==> src/fetch_config.svh <==
// Build-time settings for the fetch stage
// Included by the RTL modules that reset or size against them

`ifndef FETCH_CONFIG_SVH
`define FETCH_CONFIG_SVH

// Pc loaded when reset is released
`define FETCH_RESET_VECTOR 32'h0000_0000

// Power-of-two count of one-word lines
`define FETCH_ICACHE_LINES 16

// Byte address width seen on the memory bus
`define FETCH_MEM_ADDR_WIDTH 32

`endif

==> src/rv_isa_pkg.sv <==
// RV32I instruction-set types and field encodings
// Shared by the predecoder, the fetch unit and the cache

package rv_isa_pkg;

	typedef logic [4:0] register_t;
	typedef logic [31:0] instruction_t;
	typedef logic [31:0] address_t;
	typedef logic [6:0] opcode_t;

	// Base opcodes
	localparam opcode_t OP_LUI = 7'b0110111;
	localparam opcode_t OP_AUIPC = 7'b0010111;
	localparam opcode_t OP_JAL = 7'b1101111;
	localparam opcode_t OP_JALR = 7'b1100111;
	localparam opcode_t OP_BRANCH = 7'b1100011;
	localparam opcode_t OP_LOAD = 7'b0000011;
	localparam opcode_t OP_STORE = 7'b0100011;
	localparam opcode_t OP_IMM = 7'b0010011;
	localparam opcode_t OP_REG = 7'b0110011;
	localparam opcode_t OP_SYSTEM = 7'b1110011;

	// Fused multiply-add group is the only user of rs3
	localparam opcode_t OP_MADD = 7'b1000011;
	localparam opcode_t OP_MSUB = 7'b1000111;
	localparam opcode_t OP_NMSUB = 7'b1001011;
	localparam opcode_t OP_NMADD = 7'b1001111;

	// funct12 of privileged SYSTEM instructions
	localparam logic [11:0] FUNCT12_ECALL = 12'h000;
	localparam logic [11:0] FUNCT12_WFI = 12'h105;
	localparam logic [11:0] FUNCT12_MRET = 12'h302;

	typedef enum logic [1:0] {
		CLASS_SEQUENTIAL,
		CLASS_FAST_JUMP,
		CLASS_WAIT_JUMP,
		CLASS_WAIT_IRQ
	} inst_class_t;

endpackage

==> src/fetch_pkg.sv <==
// Types on the fetch stage boundary
// The packet handed to decode and the fetch unit state encoding

package fetch_pkg;

	// Strobe toggles once per new packet
	// Absent operands read zero
	typedef struct packed {
		logic strobe;
		rv_isa_pkg::address_t pc;
		rv_isa_pkg::instruction_t instruction;
		rv_isa_pkg::register_t inst_rs1;
		rv_isa_pkg::register_t inst_rs2;
		rv_isa_pkg::register_t inst_rs3;
		rv_isa_pkg::register_t inst_rd;
	} fetch_data_t;

	typedef enum logic [1:0] {
		WAIT_ICACHE,
		WAIT_JUMP,
		WAIT_IRQ
	} fetch_state_t;

endpackage

==> src/direct_icache.sv <==
// Direct-mapped instruction cache with one-word lines
// Hits are combinational; a miss runs one four-phase req/ack refill

`timescale 1ns/1ps

`include "fetch_config.svh"

module direct_icache (
	input logic i_clock,
	input logic i_reset,
	input rv_isa_pkg::address_t i_pc,
	output rv_isa_pkg::instruction_t o_rdata,
	output logic o_ready,
	output logic o_mem_req,
	output rv_isa_pkg::address_t o_mem_address,
	input logic i_mem_ack,
	input rv_isa_pkg::instruction_t i_mem_rdata
);
	import rv_isa_pkg::*;

	localparam int LINES = `FETCH_ICACHE_LINES;
	localparam int INDEX_BITS = $clog2(LINES);
	localparam int TAG_BITS = `FETCH_MEM_ADDR_WIDTH - INDEX_BITS - 2;

	typedef enum logic [1:0] {
		BUS_IDLE,
		BUS_REQUEST,
		BUS_RELEASE
	} bus_state_t;

	bus_state_t bus_state;
	logic [LINES-1:0] line_valid;
	logic [TAG_BITS-1:0] line_tag [LINES];
	instruction_t line_word [LINES];
	address_t refill_address;

	logic [INDEX_BITS-1:0] pc_index;
	logic [TAG_BITS-1:0] pc_tag;
	logic [INDEX_BITS-1:0] refill_index;
	logic [TAG_BITS-1:0] refill_tag;
	logic hit;
	logic start;
	logic fill;

	assign pc_index = i_pc[INDEX_BITS+1:2];
	assign pc_tag = i_pc[`FETCH_MEM_ADDR_WIDTH-1:INDEX_BITS+2];
	assign refill_index = refill_address[INDEX_BITS+1:2];
	assign refill_tag = refill_address[`FETCH_MEM_ADDR_WIDTH-1:INDEX_BITS+2];

	assign hit = line_valid[pc_index] && line_tag[pc_index] == pc_tag;
	assign o_ready = hit;
	assign o_rdata = line_word[pc_index];
	assign o_mem_address = refill_address;

	// New request only once the memory has let go of ack
	assign start = bus_state == BUS_IDLE && !hit && !i_mem_ack;
	assign fill = bus_state == BUS_REQUEST && i_mem_ack;

	always_ff @(posedge i_clock) begin
		if (i_reset) begin
			bus_state <= BUS_IDLE;
			o_mem_req <= 1'b0;
			line_valid <= '0;
		end else begin
			case (bus_state)
				BUS_IDLE: begin
					if (start) begin
						o_mem_req <= 1'b1;
						bus_state <= BUS_REQUEST;
					end
				end
				BUS_REQUEST: begin
					// Word lands in the line it was requested for
					if (fill) begin
						o_mem_req <= 1'b0;
						line_valid[refill_index] <= 1'b1;
						bus_state <= BUS_RELEASE;
					end
				end
				BUS_RELEASE: begin
					if (!i_mem_ack) begin
						bus_state <= BUS_IDLE;
					end
				end
				default: begin
					o_mem_req <= 1'b0;
					bus_state <= BUS_IDLE;
				end
			endcase
		end
	end

	always_ff @(posedge i_clock) begin
		if (start) begin
			refill_address <= {i_pc[31:2], 2'b00};
		end
		if (fill) begin
			line_tag[refill_index] <= refill_tag;
			line_word[refill_index] <= i_mem_rdata;
		end
	end

	mem_address_stable: assert property (@(posedge i_clock) disable iff (i_reset)
		o_mem_req && $past(o_mem_req) |-> $stable(o_mem_address));

	mem_req_after_ack_low: assert property (@(posedge i_clock) disable iff (i_reset)
		$rose(o_mem_req) |-> !$past(i_mem_ack));

endmodule

==> src/fetch_top.sv <==
// Fetch stage top level
// Connects the instruction cache, the predecoder and the fetch unit

`timescale 1ns/1ps

module fetch_top (
	input logic i_clock,
	input logic i_reset,
	output logic o_mem_req,
	output rv_isa_pkg::address_t o_mem_address,
	input logic i_mem_ack,
	input rv_isa_pkg::instruction_t i_mem_rdata,
	input logic i_busy,
	output fetch_pkg::fetch_data_t o_data,
	input logic i_jump,
	input rv_isa_pkg::address_t i_jump_pc,
	input logic i_irq_pending,
	input rv_isa_pkg::address_t i_irq_pc,
	output logic o_irq_dispatched,
	output rv_isa_pkg::address_t o_irq_epc
);
	import rv_isa_pkg::*;

	address_t pc;
	instruction_t icache_rdata;
	logic icache_ready;
	inst_class_t inst_class;
	address_t j_imm;
	register_t rs1, rs2, rs3, rd;

	direct_icache direct_icache_inst (
		.i_clock(i_clock),
		.i_reset(i_reset),
		.i_pc(pc),
		.o_rdata(icache_rdata),
		.o_ready(icache_ready),
		.o_mem_req(o_mem_req),
		.o_mem_address(o_mem_address),
		.i_mem_ack(i_mem_ack),
		.i_mem_rdata(i_mem_rdata)
	);

	// Decodes the word at the current pc and is valid whenever the cache hits
	instruction_predecode instruction_predecode_inst (
		.i_instruction(icache_rdata),
		.o_class(inst_class),
		.o_j_imm(j_imm),
		.o_rs1(rs1),
		.o_rs2(rs2),
		.o_rs3(rs3),
		.o_rd(rd)
	);

	fetch_unit fetch_unit_inst (
		.i_clock(i_clock),
		.i_reset(i_reset),
		.i_icache_rdata(icache_rdata),
		.i_icache_ready(icache_ready),
		.i_class(inst_class),
		.i_j_imm(j_imm),
		.i_rs1(rs1),
		.i_rs2(rs2),
		.i_rs3(rs3),
		.i_rd(rd),
		.o_pc(pc),
		.i_busy(i_busy),
		.o_data(o_data),
		.i_jump(i_jump),
		.i_jump_pc(i_jump_pc),
		.i_irq_pending(i_irq_pending),
		.i_irq_pc(i_irq_pc),
		.o_irq_dispatched(o_irq_dispatched),
		.o_irq_epc(o_irq_epc)
	);

endmodule

==> src/fetch_unit.sv <==
// Program counter FSM of the fetch stage
// Issues packets on cache hits, takes fast jumps, waits for jumps and interrupts

`timescale 1ns/1ps

`include "fetch_config.svh"

module fetch_unit (
	input logic i_clock,
	input logic i_reset,
	input rv_isa_pkg::instruction_t i_icache_rdata,
	input logic i_icache_ready,
	input rv_isa_pkg::inst_class_t i_class,
	input rv_isa_pkg::address_t i_j_imm,
	input rv_isa_pkg::register_t i_rs1,
	input rv_isa_pkg::register_t i_rs2,
	input rv_isa_pkg::register_t i_rs3,
	input rv_isa_pkg::register_t i_rd,
	output rv_isa_pkg::address_t o_pc,
	input logic i_busy,
	output fetch_pkg::fetch_data_t o_data,
	input logic i_jump,
	input rv_isa_pkg::address_t i_jump_pc,
	input logic i_irq_pending,
	input rv_isa_pkg::address_t i_irq_pc,
	output logic o_irq_dispatched,
	output rv_isa_pkg::address_t o_irq_epc
);
	import rv_isa_pkg::*;
	import fetch_pkg::*;

	fetch_state_t state;
	address_t pc;
	fetch_data_t data;
	logic irq_pending_r;
	logic irq_edge;
	logic issue;

	assign irq_edge = i_irq_pending && !irq_pending_r;
	assign issue = i_icache_ready && !i_busy;
	assign o_pc = pc;
	assign o_data = data;

	always_ff @(posedge i_clock) begin
		if (i_reset) begin
			state <= WAIT_ICACHE;
			pc <= `FETCH_RESET_VECTOR;
			data <= '0;
			irq_pending_r <= 1'b0;
			o_irq_dispatched <= 1'b0;
			o_irq_epc <= '0;
		end else begin
			o_irq_dispatched <= 1'b0;

			case (state)
				WAIT_ICACHE: begin
					irq_pending_r <= i_irq_pending;
					// Interrupt wins over issuing
					if (irq_edge) begin
						o_irq_dispatched <= 1'b1;
						o_irq_epc <= pc;
						pc <= i_irq_pc;
					end else if (issue) begin
						// Fast jumps only move the pc
						if (i_class != CLASS_FAST_JUMP) begin
							data.strobe <= ~data.strobe;
							data.pc <= pc;
							data.instruction <= i_icache_rdata;
							data.inst_rs1 <= i_rs1;
							data.inst_rs2 <= i_rs2;
							data.inst_rs3 <= i_rs3;
							data.inst_rd <= i_rd;
						end

						case (i_class)
							CLASS_FAST_JUMP: begin
								pc <= pc + i_j_imm;
							end
							CLASS_WAIT_JUMP: begin
								state <= WAIT_JUMP;
							end
							CLASS_WAIT_IRQ: begin
								// Return point is the next instruction
								pc <= pc + 32'd4;
								state <= WAIT_IRQ;
							end
							default: begin
								pc <= pc + 32'd4;
							end
						endcase
					end
				end

				WAIT_JUMP: begin
					// Target comes from the execute side
					if (i_jump) begin
						pc <= i_jump_pc;
						state <= WAIT_ICACHE;
					end
				end

				WAIT_IRQ: begin
					irq_pending_r <= i_irq_pending;
					if (irq_edge) begin
						o_irq_dispatched <= 1'b1;
						o_irq_epc <= pc;
						pc <= i_irq_pc;
						state <= WAIT_ICACHE;
					end
				end

				default: begin
					state <= WAIT_ICACHE;
				end
			endcase
		end
	end

	irq_dispatch_single: assert property (@(posedge i_clock) disable iff (i_reset)
		o_irq_dispatched |=> !o_irq_dispatched);

	strobe_held_while_busy: assert property (@(posedge i_clock) disable iff (i_reset)
		i_busy |=> $stable(o_data.strobe));

endmodule

==> src/instruction_predecode.sv <==
// Early decode of the cache word for the fetch unit
// Pure logic that gives the control-flow class, J immediate and operand indices

`timescale 1ns/1ps

module instruction_predecode (
	input rv_isa_pkg::instruction_t i_instruction,
	output rv_isa_pkg::inst_class_t o_class,
	output rv_isa_pkg::address_t o_j_imm,
	output rv_isa_pkg::register_t o_rs1,
	output rv_isa_pkg::register_t o_rs2,
	output rv_isa_pkg::register_t o_rs3,
	output rv_isa_pkg::register_t o_rd
);
	import rv_isa_pkg::*;

	opcode_t opcode;
	logic [2:0] funct3;
	logic [11:0] funct12;
	register_t rd_field;
	logic is_r, is_i, is_s, is_b, is_u, is_j, is_r4;
	logic is_system, is_priv, is_csr_reg, is_csr_imm;
	logic is_ecall, is_mret, is_wfi;
	logic have_rs1, have_rs2, have_rs3, have_rd;

	assign opcode = i_instruction[6:0];
	assign funct3 = i_instruction[14:12];
	assign funct12 = i_instruction[31:20];
	assign rd_field = i_instruction[11:7];

	// Instruction formats
	assign is_r = opcode == OP_REG;
	assign is_i = opcode == OP_IMM || opcode == OP_LOAD || opcode == OP_JALR;
	assign is_s = opcode == OP_STORE;
	assign is_b = opcode == OP_BRANCH;
	assign is_u = opcode == OP_LUI || opcode == OP_AUIPC;
	assign is_j = opcode == OP_JAL;
	assign is_r4 = opcode == OP_MADD || opcode == OP_MSUB ||
		opcode == OP_NMSUB || opcode == OP_NMADD;

	// SYSTEM splits into privileged ops and CSR access
	assign is_system = opcode == OP_SYSTEM;
	assign is_priv = is_system && funct3 == 3'b000;
	assign is_csr_reg = is_system && funct3 != 3'b000 && !funct3[2];
	assign is_csr_imm = is_system && funct3[2];
	assign is_ecall = is_priv && funct12 == FUNCT12_ECALL;
	assign is_mret = is_priv && funct12 == FUNCT12_MRET;
	assign is_wfi = is_priv && funct12 == FUNCT12_WFI;

	// CSR immediate forms reuse the rs1 field as data
	assign have_rs1 = is_r || is_i || is_s || is_b || is_r4 || is_csr_reg;
	assign have_rs2 = is_r || is_s || is_b || is_r4;
	assign have_rs3 = is_r4;
	assign have_rd = is_r || is_i || is_u || is_j || is_r4 || is_csr_reg || is_csr_imm;

	assign o_rs1 = have_rs1 ? i_instruction[19:15] : '0;
	assign o_rs2 = have_rs2 ? i_instruction[24:20] : '0;
	assign o_rs3 = have_rs3 ? i_instruction[31:27] : '0;
	assign o_rd = have_rd ? rd_field : '0;

	assign o_j_imm = {{12{i_instruction[31]}}, i_instruction[19:12], i_instruction[20],
		i_instruction[30:21], 1'b0};

	always_comb begin
		if (is_j && rd_field == '0) begin
			o_class = CLASS_FAST_JUMP;
		end else if (is_j || is_b || opcode == OP_JALR || is_mret) begin
			o_class = CLASS_WAIT_JUMP;
		end else if (is_ecall || is_wfi) begin
			o_class = CLASS_WAIT_IRQ;
		end else begin
			o_class = CLASS_SEQUENTIAL;
		end
	end

endmodule

==> config.mk <==
export PLATFORM = sky130hd
export DESIGN_NAME = fetch_top
export DESIGN_NICKNAME = d
export VERILOG_FILES = /design/src/rv_isa_pkg.sv /design/src/fetch_pkg.sv /design/src/direct_icache.sv /design/src/fetch_top.sv /design/src/fetch_unit.sv /design/src/instruction_predecode.sv
export VERILOG_INCLUDE_DIRS = /design/src /design/src/src
export SDC_FILE = /design/constraint.sdc
export NUM_CORES = 1
export LEC_CHECK = 0
export BUFFER_PORTS_ARGS = -buffer_cell sky130_fd_sc_hd__buf_2
export CAP_MARGIN = 0
export CORE_MARGIN = 8
export CORE_UTILIZATION = 60
export DETAILED_ROUTE_END_ITERATION = 10
export MAX_ROUTING_LAYER = met4
export PLACE_DENSITY = 0.86
export SLEW_MARGIN = 5
export SYNTH_ARGS = -nofsm -noshare
export SYNTH_HDL_FRONTEND = slang
export SYNTH_SLANG_ARGS = --single-unit
==> constraint.sdc <==
create_clock -name i_clock -period 7.3 [get_ports i_clock]
set_clock_uncertainty 0.15 [all_clocks]
set_input_delay 0.365 -clock i_clock [delete_from_list [all_inputs] [get_ports i_clock]]
set_output_delay 0.365 -clock i_clock [all_outputs]
set_load 0.05 [all_outputs]
# After elaboration in Yosys (flattened, before gate mapping)
# Memories as Yosys holds them, arrays and structs flattened. A register that Yosys moved wholly into a read port is not among the register bits.
# Index checks and enable logic that the tools add are counted.
# totals
regBits	202
ramBits	928
output_inout_bits	151
n_memories	2
# memory_table
name	words	word_bits	read_ports	rd_clocked_by_memory_dff	write_ports	line_no	source
direct_icache_inst.line_word	16	32	1	1	1	direct_icache.sv:34	instruction_t line_word [LINES];
direct_icache_inst.line_tag	16	26	1	1	1	direct_icache.sv:33	logic [TAG_BITS-1:0] line_tag [LINES];
# op_classes
addsub	2
magnitude_cmp	3
n_eq_ne	35
mux	37
n_bitwise	5
n_reduce_logical	59
# op_table
cell	count
$mux W32	4
$pmux W32 S3	1
$pmux W32 S2	1
$eq A7 B7 Y1 const B	8
$add A32 B3 Y32 const B	1
$add A32 B32 Y32	1
$eq A26 B26 Y1	1
$logic_or A1 B1 Y1	23
$eq A7 B6 Y1 const B	3
$mux W2	10
$mux W5	4
$mux W4	4
$or A16 B16 Y16	1
$logic_and A1 B1 Y1	15
$eq A7 B5 Y1 const B	2
$eq A12 B10 Y1 const B	1
$eq A12 B9 Y1 const B	1
$logic_not A12 Y1	1
$pmux W2 S3	2
$lt A4 B5 Y1 const B	2
$ne A2 B1 Y1 const B	5
$reduce_and A5 Y1	2
$eq A2 B2 Y1 const B	4
$eq A7 B2 Y1 const B	1
21 further kinds	43

# Longest topological paths before layout
# depth
depth_word	14
ltp_mapped	21
ltp_nobuf	15

# Cells and area by module
# A second synthesis with hierarchy kept.
# hier_totals
cells_unflattened	2955
hier_area_um2	47050.1
# by_module_without_submodules
module	n_inst	cells_per_inst	area_per_inst_um2	seq_area_each_um2
direct_icache	1	1664	37643.6	29148.0
fetch_unit	1	1191	8775.9	3062.9
instruction_predecode	1	100	630.6	0.0

# Least setup slack after synthesis
# Ideal clock, no wire load.
# synth_timing
path_kind	register -> register
startpoint	reg direct_icache_inst.refill_address[5] (netlist: direct_icache_inst.o_mem_address[5])
endpoint	mem direct_icache_inst.line_tag[0][0] in the netlist's numbering, enable pin
setup_time_ns	0.548
t_arrival_ns	5.122
required_ns	6.602
slack_ns	1.480
path_stages_with_launch	3
cell_sequence	edfxtp_1 -> or3_1 -> nor3_1
# synth_lines
item	line_no	source
from (decl)	direct_icache.sv:35	address_t refill_address;
from (signal assigned)	direct_icache.sv:95	refill_address <= {i_pc[31:2], 2'b00};
to (decl)	direct_icache.sv:33	
# No word-level cell before the write port.

==> reports/results.ini <==
[logic_synthesis]
synthArstFlopShare_pct=0
synth_edf_count=958
synth_cells=2851
syn_area_per_cell_sq_um=16.3
ys.flop_type=edfxtp_1
synth.distinct_cells=82
synth.area.top_cells=edfxtp_1 62%, mux4_2 11%, dfxtp_1 7.6%
yosys.area.top_type=edfxtp_1
ys_ff_latch=1134
synth_top_area_share_pct=62.0
synth-seq-area-share_pct=69.6
syn-cell-area_sq_mm=0.0464
ys_warn_count=0

[place]
place_congestion=0.985
dpl.hpwl_um=83100
portBuffers=250
pre_cts_slack_ns=1.28

[power_and_ir_drop]
total_leakage_power_nw=17.7
irDropWorstVdd_v=0.000213
fin_total_pwr_mw=13.9
power.density_mw_per_mm2=263

[critical_path]
worstSetupPathType=flip-flop to flip-flop
required_ns=7.76
r2r_cells=12
startpoint_type=flip-flop
rrSetupSlack_ns=1.04
cp-end-kind=flip-flop
crit_fanout=75
r2r_end=fetch_unit_inst.o_data[12]$_SDFFE_PP0P_
cp-endpoint=fetch_unit_inst.o_data[12]$_SDFFE_PP0P_
cp.arrival_ns=6.72

[run_status]
status=finished clean

[detailed_routing]
drt-initial-drc-count=4293
vias=29700
drc=0
via_per_inst=6.94
drt_pass1_iterations=9
routed_wl_um=140000
ant_nets=0
avgRoutedWirePerCell_um=32.7

[timing]
maxSlewViolCount=0
maxSlewHeadroom_pct=5.43
final_hold_viol_count=0
period_needed_ns=6.26
grt_setup_unrepaired=no
max_freq_mhz=160
setup_viol_count_final=0
finalSetupTns_ns=0
hold_slack_ns=0.0333
period_share_pct=85.8
tightestPinTransition_ns=1.38
setup_slack_ns=1.04

[cts]
cts_tree=built
post_cts_buffers=0
clkTransAtPathRegs_ns=0.06
cts.sink_count=1134
cts_max_level=3
clk_latency_ns=0.70
cts_buffer_depth=3
cts_root_buf=clkbuf_16
numCtsBuffers=103

[global_route]
grt_max_degree=105
track_usage_pct=32.8
grt-ovfl-total=0
antenna_found_initial=6
grt_pass1_wl_um=202000
grt_pass1_vias=30000

[floorplanning]
io-pin-count=253
row_count=102
die_y_um=294
die_w_um=294
design.core.area_sq_mm=0.0771
dieArea_sq_mm=0.0865
initial_utilization_pct=60.2

[worst_hold_path]
hold_path.class=input port to flip-flop

[final_layout]
fin_util_pct=68.5
finalNetCount=3294
final_layout_size_suffix_gt1_share_pct=23.5
synthToLayoutAreaGrowth_pct=13.7

[run]
cap_violations=0

placed cells by master (no fill, tap or decap), types with 19 or more instances in the layout:
master	Yosys	final
o21ai_0	33	33
ha_1	35	35
mux2i_1	78	78
mux4_2	222	222
nand2_1	288	287
a22o_1	20	20
edfxtp_1	958	958
a21oi_1	180	180
o22ai_1	25	25
xor2_1	40	40
buf_4	13	77
a22oi_1	43	43
nor2_1	119	105
clkbuf_1	91	27
nand2b_1	23	23
xnor2_1	42	42
nand3_1	54	54
inv_1	19	19
dfxtp_1	176	172
buf_2	46	249
clkbuf_16	0	105
dlygate4sd3_1	0	49
a211oi_1	20	20
cells by family (layout without fill, tap and decap cells):
group / Yosys count / after routing / synth area share, %
multiplexers: 324 / 324 / 13.2
XOR/XNOR: 82 / 82 / 1.55
AND/OR/NAND/NOR: 604 / 604 / 5.86
adder cells (fa/ha/maj): 36 / 36 / 0.986
flip-flops: 1134 / 1134 / 69.6
AO/OA/AOI/OAI: 467 / 467 / 6.69
other: 1 / 8 / 0.00808
buffers and inverters: 203 / 591 / 2.13
cell type report:
class	instances	area, sq um
Clock buffer	143	2880
Clock inverter	46	473
Antenna cell	6	15.0
Timing Repair Buffer	381	2430
Multi-Input combinational cell	1515	13300
Inverter	21	78.8
Fill cell	4656	24300
Tap cell	1040	1300
Sequential cell	1134	32300
registers in the layout (all words and copies together), names as in the netlist, named ones only:
| signal | count |
|---|---|
| fetch_unit_inst.o_data | 85 |
| fetch_unit_inst.state | 2 |
| direct_icache_inst.line_valid | 16 |
| direct_icache_inst.o_mem_req | 1 |
| fetch_unit_inst.o_pc | 32 |
| direct_icache_inst.bus_state | 2 |
| fetch_unit_inst.o_irq_dispatched | 1 |
| direct_icache_inst.o_mem_address | 30 |
| fetch_unit_inst.o_irq_epc | 32 |
| direct_icache_inst.line_word | 512 |
| direct_icache_inst.line_tag | 416 |
| fetch_unit_inst.irq_pending_r | 1 |
per-layer routing:
layer	part of all wire [%]	track usage (%)	vias to the layer above
met5	0	-	-
met4	6.8	18.6	0
met3	14	9.28	590
met2	47	50.9	2621
met1	33	38.8	14700
li1	-	-	11900
cells in the mapped netlist (6+ instances only):
| master | number |
|---|---|
| a221oi_1 | 18 |
| mux4_2 | 222 |
| mux4_1 | 6 |
| nor2b_1 | 13 |
| a22oi_1 | 43 |
| nand2b_1 | 23 |
| o31ai_1 | 7 |
| a211oi_1 | 20 |
| or3_1 | 12 |
| a21oi_1 | 180 |
| buf_2 | 46 |
| a21o_1 | 17 |
| nor2_1 | 119 |
| clkbuf_1 | 91 |
| dfxtp_1 | 176 |
| a31oi_1 | 10 |
| buf_4 | 13 |
| a211o_1 | 19 |
| nand2_1 | 288 |
| a22o_1 | 20 |
| edfxtp_1 | 958 |
| ha_1 | 35 |
| xnor2_1 | 42 |
| xor2_1 | 40 |
| buf_6 | 13 |
| buf_1 | 17 |
| o22ai_1 | 25 |
| nand3b_1 | 14 |
| mux2i_1 | 78 |
| nor3_1 | 18 |
| a2111oi_0 | 7 |
| inv_1 | 19 |
| nand4_1 | 17 |
| nor4_1 | 8 |
| o21ai_0 | 33 |
| mux2_2 | 18 |
| nand3_1 | 54 |
| o41ai_1 | 10 |
| and3_1 | 15 |
report_power, final:
group / switching, mW / internal (mW)
clock network: 2.42 / 2.99
logic: 0.814 / 0.468
registers: 0.132 / 7.08
worst min path at each step:
stage                                       startpoint                                              to  cells past startpoint
2_1_floorplan    fetch_unit_inst.o_pc[14]$_SDFFE_PP0P_  direct_icache_inst.o_mem_address[14]$_DFFE_PP_                      0
3_3_place_gp   fetch_unit_inst.o_data[28]$_SDFFE_PP0P_         fetch_unit_inst.o_data[28]$_SDFFE_PP0P_                      2
3_5_place_dp   fetch_unit_inst.o_data[44]$_SDFFE_PP0P_         fetch_unit_inst.o_data[44]$_SDFFE_PP0P_                      2
4_1_cts                                   i_irq_pc[12]           fetch_unit_inst.o_pc[12]$_SDFFE_PP0P_                      4
5_1_grt                                   i_irq_pc[31]           fetch_unit_inst.o_pc[31]$_SDFFE_PP0P_                      3
6_report                                  i_irq_pc[12]           fetch_unit_inst.o_pc[12]$_SDFFE_PP0P_                      4
worst max-delay path, stage by stage (launching register included):
cell and delay, ns:
dfxtp_4 0.79, buf_4 0.46, mux4_2 0.60, a22o_1 0.29, a311oi_1 0.92, o22a_1 0.26, nand4_1 0.12, a2111oi_1 0.37
nand4_1 0.27, nor3_2 0.72, buf_12 0.38, nand4_1 0.42, a21oi_1 0.28
metrics by stage:
| step | cell area [sq um] | std cells |
|---|---|---|
| 3_5_place_dp | 48900 | 4042 |
| 6_report | 52800 | 4286 |
| 4_1_cts | 52800 | 4280 |
| 2_1_floorplan | 46400 | 2852 |
| 3_3_place_gp | 48900 | 4042 |
| 5_1_grt | 52800 | 4286 |
what timing repair did:
action,CTS,global route
hold buffers,49,0
gates resized for setup,0,0
endpoints found under the hold margin,524,0
(Power assumes the default switching activity.)
